$ cat src/exu_pkg.sv
// execute cluster definitions
package exu_pkg;

  localparam int XLEN  = 64;
  localparam int REG_W = 5;
  localparam int OP_W  = 5;

  // alu operation codes
  typedef enum logic [OP_W-1:0] {
    alu_add    = 5'd0,
    alu_sub    = 5'd1,
    alu_slt    = 5'd2,
    alu_sltu   = 5'd3,
    alu_xor    = 5'd4,
    alu_and    = 5'd5,
    alu_or     = 5'd6,
    alu_sll    = 5'd7,
    alu_srl    = 5'd8,
    alu_sra    = 5'd9,
    alu_mul    = 5'd10,
    alu_div    = 5'd11,
    alu_divu   = 5'd12,
    alu_rem    = 5'd13,
    alu_remu   = 5'd14,
    alu_copy   = 5'd15,
    alu_mulh   = 5'd25,
    alu_mulhsu = 5'd26,
    alu_mulhu  = 5'd27
  } alu_op_e;

  // operand a source
  typedef enum logic {
    a_rs1 = 1'b0,
    a_pc  = 1'b1
  } a_sel_e;

  // operand b source, code 3 unused
  typedef enum logic [1:0] {
    b_rs2  = 2'd0,
    b_imm  = 2'd1,
    b_four = 2'd2
  } b_sel_e;

  // decoded instruction as it enters the cluster
  typedef struct packed {
    logic             valid;
    alu_op_e          op;
    a_sel_e           a_sel;
    b_sel_e           b_sel;
    logic             word;
    logic [REG_W-1:0] rd;
    logic [XLEN-1:0]  rs1_val;
    logic [XLEN-1:0]  rs2_val;
    logic [XLEN-1:0]  imm;
    logic [XLEN-1:0]  pc;
  } exu_op_t;

  // operands after selection
  typedef struct packed {
    logic             valid;
    alu_op_e          op;
    logic             word;
    logic [REG_W-1:0] rd;
    logic [XLEN-1:0]  src_a;
    logic [XLEN-1:0]  src_b;
    logic [XLEN-1:0]  imm;
  } exu_lane_in_t;

  typedef struct packed {
    logic             valid;
    logic [REG_W-1:0] rd;
    logic [XLEN-1:0]  result;
    logic             zero;
    logic             less;
  } exu_lane_out_t;

  typedef struct packed {
    logic             valid;
    logic [REG_W-1:0] rd;
    logic [XLEN-1:0]  data;
  } exu_wb_t;

endpackage

$ cat src/exu_issue.sv
// execute issue stage
module exu_issue #(
  parameter int NUM_LANES = 2
) (
  input  logic                                  i_clk,
  input  logic                                  i_reset,
  input  exu_pkg::exu_op_t      [NUM_LANES-1:0] i_ops,
  output exu_pkg::exu_lane_in_t [NUM_LANES-1:0] o_lane_in
);

  localparam int XLEN = exu_pkg::XLEN;

  exu_pkg::exu_lane_in_t [NUM_LANES-1:0] lane_d;

  for (genvar i = 0; i < NUM_LANES; i++) begin : g_slot
    logic [XLEN-1:0] rs1_cut;
    logic [XLEN-1:0] rs2_cut;
    logic [XLEN-1:0] imm_cut;
    logic [XLEN-1:0] src_a;
    logic [XLEN-1:0] src_b;

    // word forms keep only the low half, zero extended
    assign rs1_cut = i_ops[i].word ? {{(XLEN-32){1'b0}}, i_ops[i].rs1_val[31:0]}
                                   : i_ops[i].rs1_val;
    assign rs2_cut = i_ops[i].word ? {{(XLEN-32){1'b0}}, i_ops[i].rs2_val[31:0]}
                                   : i_ops[i].rs2_val;
    assign imm_cut = i_ops[i].word ? {{(XLEN-32){1'b0}}, i_ops[i].imm[31:0]}
                                   : i_ops[i].imm;

    // pc is never cut
    assign src_a = (i_ops[i].a_sel == exu_pkg::a_pc) ? i_ops[i].pc : rs1_cut;

    always_comb begin
      case (i_ops[i].b_sel)
        exu_pkg::b_rs2:  src_b = rs2_cut;
        exu_pkg::b_imm:  src_b = imm_cut;
        // link address offset
        exu_pkg::b_four: src_b = XLEN'(4);
        default:         src_b = '0;
      endcase
    end

    // copy-imm takes the raw immediate
    assign lane_d[i] = '{
      valid: i_ops[i].valid,
      op:    i_ops[i].op,
      word:  i_ops[i].word,
      rd:    i_ops[i].rd,
      src_a: src_a,
      src_b: src_b,
      imm:   i_ops[i].imm
    };

    a_b_sel_legal: assert property (@(posedge i_clk) disable iff (i_reset)
      i_ops[i].valid |-> (i_ops[i].b_sel != 2'd3));
  end

  // only the valid bits see reset
  always_ff @(posedge i_clk) begin
    o_lane_in <= lane_d;
    if (i_reset) begin
      for (int i = 0; i < NUM_LANES; i++) begin
        o_lane_in[i].valid <= 1'b0;
      end
    end
  end

endmodule

$ cat config.mk
export PLATFORM = sky130hd
export DESIGN_NAME = exu_issue
export DESIGN_NICKNAME = d
export VERILOG_FILES = /design/src/exu_pkg.sv /design/src/exu_issue.sv
export SDC_FILE = /design/constraint.sdc
export NUM_CORES = 1
export LEC_CHECK = 0
export BUFFER_PORTS_ARGS = -buffer_cell sky130_fd_sc_hd__buf_2
export CORE_AREA = 2 2 374 376
export DETAILED_ROUTE_END_ITERATION = 8
export DIE_AREA = 0 0 376 378
export GPL_TIMING_DRIVEN = 0
export PLACE_DENSITY_LB_ADDON = 0.2
export SLEW_MARGIN = 10
export SYNTH_ARGS = -nofsm -noshare
export SYNTH_HDL_FRONTEND = slang
export SYNTH_SLANG_ARGS = --single-unit
$ cat constraint.sdc
create_clock -name i_clk -period 0.9 [get_ports i_clk]
set_input_delay 0.09 -clock i_clk [delete_from_list [all_inputs] [get_ports i_clk]]
set_output_delay 0.09 -clock i_clk [all_outputs]
set_load 0.02 [all_outputs]
Word-level counts from Yosys, hierarchy flattened
Cells that the tools add are included.
{"block": "word_totals", "ff_bits": 408, "out_inout_bits": 408, "word_cells": 30, "input_bits": 544}
{"block": "classes", "eq_ne": 4, "muxes": 10, "n_reduce_logical": 2}
{"operator": "64-bit two-way mux", "count": 8}
{"operator": "64-bit case mux with 3 select lines", "count": 2}
{"operator": "2-bit by 1-bit equality test with 1-bit output (second input constant)", "count": 2}
{"operator": "2-bit equality test (second input constant)", "count": 2}
{"operator": "2-bit logical NOT", "count": 2}

Logic depth before layout (Yosys ltp)
{"block": "depth", "ltp_word": 2, "depth_mapped": 5}

Worst setup path after synthesis
No wires, ideal clock.
{"block": "synth_path", "path_type": "input-to-reg", "startpoint": "in i_ops[264] (netlist bit)", "endpoint": "reg o_lane_in[143] (netlist bit)", "cell_stages": 3, "path_slack_ns": 0.014, "arrival_ns": 0.765, "n_path_buf": 2, "path_cell_list": "buf_2 -> buf_4 -> mux2_2"}
{"block": "synth_between", "elab_chain_cells": 1}
{"item": "start: declaration", "line": "exu_issue.sv:7", "source": "input exu_pkg::exu_op_t [NUM_LANES-1:0] i_ops,"}
{"item": "64-bit two-way mux", "line": "exu_issue.sv:31", "source": "assign src_a = (i_ops[i].a_sel == exu_pkg::a_pc) ? i_ops[i].pc : rs1_cut;"}
{"item": "via g_slot[0].src_a[15]", "line": "exu_issue.sv:19", "source": "logic [XLEN-1:0] src_a;"}
{"item": "end signal: assignment", "line": "exu_issue.sv:60", "source": "o_lane_in <= lane_d;"}
{"item": "end: declaration", "line": "exu_issue.sv:8", "source": "output exu_pkg::exu_lane_in_t [NUM_LANES-1:0] o_lane_in"}
The timed path passes the listed nets, and every way through them passes these cells.
A chain may end at the register's enable or synchronous reset.

Worst setup path in the final report
{"block": "layout_path", "startpoint": "reg o_lane_in[366] (netlist bit)", "endpoint": "out o_lane_in[366] (netlist bit)"}
No word-level cell between the ends.

==> results by group <==
Outcome
  • Outcome: finished with violations
  • Failing checks: negative setup slack

STA
  • Worst setup margin: -0.384 ns
  • RSZ-0062 raised after global routing: true
  • Post-Route Setup TNS: -106.24 ns
  • Fin crit share: 1.43
  • Max-slew violations: 0
  • # setup viols final: 444
  • Post-layout min period: 1.28 ns
  • Max Clk Rate: 779 MHz
  • Slew margin rel.: 0.448
  • Slew @ Worst Pin: 0.828 ns
  • Min Hold Slack: 0.0581 ns
  • Final Hold Viols: 0

Critical path
  • Crit path DAT: 1.19 ns
  • Largest stage delay on the critical path: 0.41 ns
  • Worst-path maximum fanout: 1
  • Worst path required time: 0.81 ns
  • CP Capture Type: output pin
  • CP bufs+invs: 1
  • Cell family with most CP delay: flip-flops
  • Critical path type: reg2out
  • Crit start category: flop
  • Cell breakdown of the critical path: buf_6
  • Slowest cell on the critical path: dfxtp_4
  • Crit. Startpoint: o_lane_in[366]

CTS
  • CTS sink cnt: 408
  • CTS tree: built
  • Worst-case clock buffer depth: 3
  • Reg clk slew, reported paths: 0.06 ns
  • H-tree levels: 2
  • Root Buffer: clkbuf_16
  • CTS Buf Count: 51

Flow run
  • Max_cap viols: 0

Floorplan
  • Die Height: 378 µm
  • Site Rows: 137
  • Core area: 0.139 mm²
  • Io pins: 952
  • Die Area: 0.142 mm²
  • Initial Utilization: 0.0838
  • Die X: 376 µm

Routing
  • Antenna viol nets, final: 0
  • Wirelength per Cell: 16.8 µm
  • Via count: 12500
  • Via/cell ratio: 2.93
  • TritonRoute pass-1 iters: 4
  • Remaining DRCs: 0
  • Initial DRC Count: 250
  • Routed Wire Length: 71.8 mm

Pwr
  • Sequential power share: 0.395
  • Combinational share of power: 0.187
  • P per Cell Area: 1740 mW/mm²
  • Pint: 0.0371 W
  • Clock group share of total power: 0.417
  • Worst VDD drop: 1340 µV
  • Total Power: 0.0506 W
  • NetSw: 0.0135 W
  • Switching part of the total power: 0.267
  • LEAKAGE: 13.0 nW

GRT
  • Most used routing layer: met2
  • Met1 Track Usage GR: 0.104
  • GRT met3 Usage: 0.0346
  • GRT Overall Usage: 0.0956
  • GR Util met2: 0.166
  • Antenna violations before repair: 11
  • Pin count of the biggest net entering global routing: 15
  • Vias in the first global route: 13900
  • Total grt overflow: 0
  • First-pass GRT wire length: 96.8 mm

Synth
  • Syn Area/Cell: 13.6 µm²
  • Yosys reg bits: 408
  • YS warnings: 0
  • Main combinational cell family by area after synthesis: multiplexers
  • Post-Synth XOR/XNOR Area: 0
  • Sequential-to-total area share from yosys stat: 0.704
  • Syn Inst Count: 854
  • Synth Area in Compound Gates: 0.0485
  • Post-synthesis mux area share: 0.171
  • Net Count, Synth: 1398
  • Post-synth cell types: 17
  • Synth Area in Adders: 0
  • Synthesized cell area: 0.0116 mm²
  • Simple-gate share of the synthesized area: 0.0481

Place
  • Buffers added on ports: 947
  • HPWL after detailed placement: 55.4 mm
  • GP Congestion: 0.760

Finish
  • FF+latch area: 0.00872 mm²
  • Fill count: 15000
  • Footprint of the multi-input gates: 0.00316 mm²
  • Number of flip-flops in the largest register: 408
  • Most common cell after layout, fill and taps aside: buf_2
  • Most frequent cells in the layout: buf_2 (555), dlygate4sd3_1 (546), buf_6 (412)
  • Largest registers: o_lane_in: 408 flops
  • Most flop-heavy register: o_lane_in
  • Synthesis-to-layout area growth: 151%
  • Nets: 2954
  • Ratio of cells with drive above 1 in the final layout: 0.637

Worst hold path
  • Worst Hold Class: in2reg
  • Hold Crit Start: i_ops[535]
final timing paths:
check	endpoint	slack, ns	depth (start not counted)
hold / removal	o_lane_in[381]	0.06	4
setup / recovery	o_lane_in[366]	-0.38	1
synthesized netlist by cell type:
library cell | number | area (µm²)
mux2_2 | 64 | 721
nor2_2 | 4 | 25.0
nor2b_1 | 2 | 12.5
buf_2 | 20 | 100
nor2_1 | 124 | 465
mux2i_1 | 126 | 1260
nand2_1 | 2 | 7.51
nand2b_1 | 4 | 25.0
dfxtp_1 | 408 | 8170
o21ai_0 | 2 | 10.0
buf_6 | 8 | 90.1
or2_1 | 2 | 12.5
clkbuf_1 | 6 | 22.5
a22o_1 | 62 | 543
buf_4 | 16 | 120
a21oi_1 | 2 | 10.0
nor3_1 | 2 | 10.0
logic make-up after synthesis:
| logic type | after synthesis |
|---|---|
| AND/OR/NAND/NOR | 140 |
| flip-flops | 408 |
| AO/OA/AOI/OAI | 66 |
| buffers and inverters | 50 |
| multiplexers | 190 |
through the flow:
stage           util  instances  setup WS (ns)  instance area (µm²)
3_5_place_dp   0.134       3608         -0.779                18600
4_1_cts        0.209       4250         -0.468                29000
3_3_place_gp   0.134       3608         -0.799                18600
5_1_grt        0.210       4258         -0.443                29100
2_1_floorplan      -        854         0.0138                11600
6_report       0.210       4261         -0.384                29100
routing by layer:
layer / wire [µm] / up-vias / share of wire
li1: - / 6013 / -
met1: 27300 / 5733 / 0.38
met4: 2840 / 6 / 0.040
met3: 6320 / 110 / 0.088
met2: 35200 / 626 / 0.49
met5: 40 / - / 0.00056
final cells by class:
cell class / instances / area share
repair buffers: 1503 / 0.443
well taps: 1807 / 0.0776
flip-flops and latches: 408 / 0.299
multi-input cells: 396 / 0.109
plain buffers: 50 / 0.0131
clock buffers: 78 / 0.0528
clock inverters: 14 / 0.00588
diodes: 5 / 0.000429
power groups by stage:
stage	sequential [W]	clock [W]	combinational [W]
6_report	0.0200	0.0211	0.00948
5_1_grt	0.0201	0.0227	0.0100
4_1_cts	0.0200	0.0221	0.00948
3_5_place_dp	0.0199	0	0.00610
3_3_place_gp	0.0199	0	0.00616
2_1_floorplan	0.0214	0	0.00129
repair_timing:
item,4_1_cts,5_1_grt
resized for setup,1244,37
hold endpoints to repair,408,13
hold buffers,550,5
pin swaps,0,0
buffers inserted,0,6
endpoints found under the setup margin,410,543
Note: power is estimated with default switching activity, not from simulation.
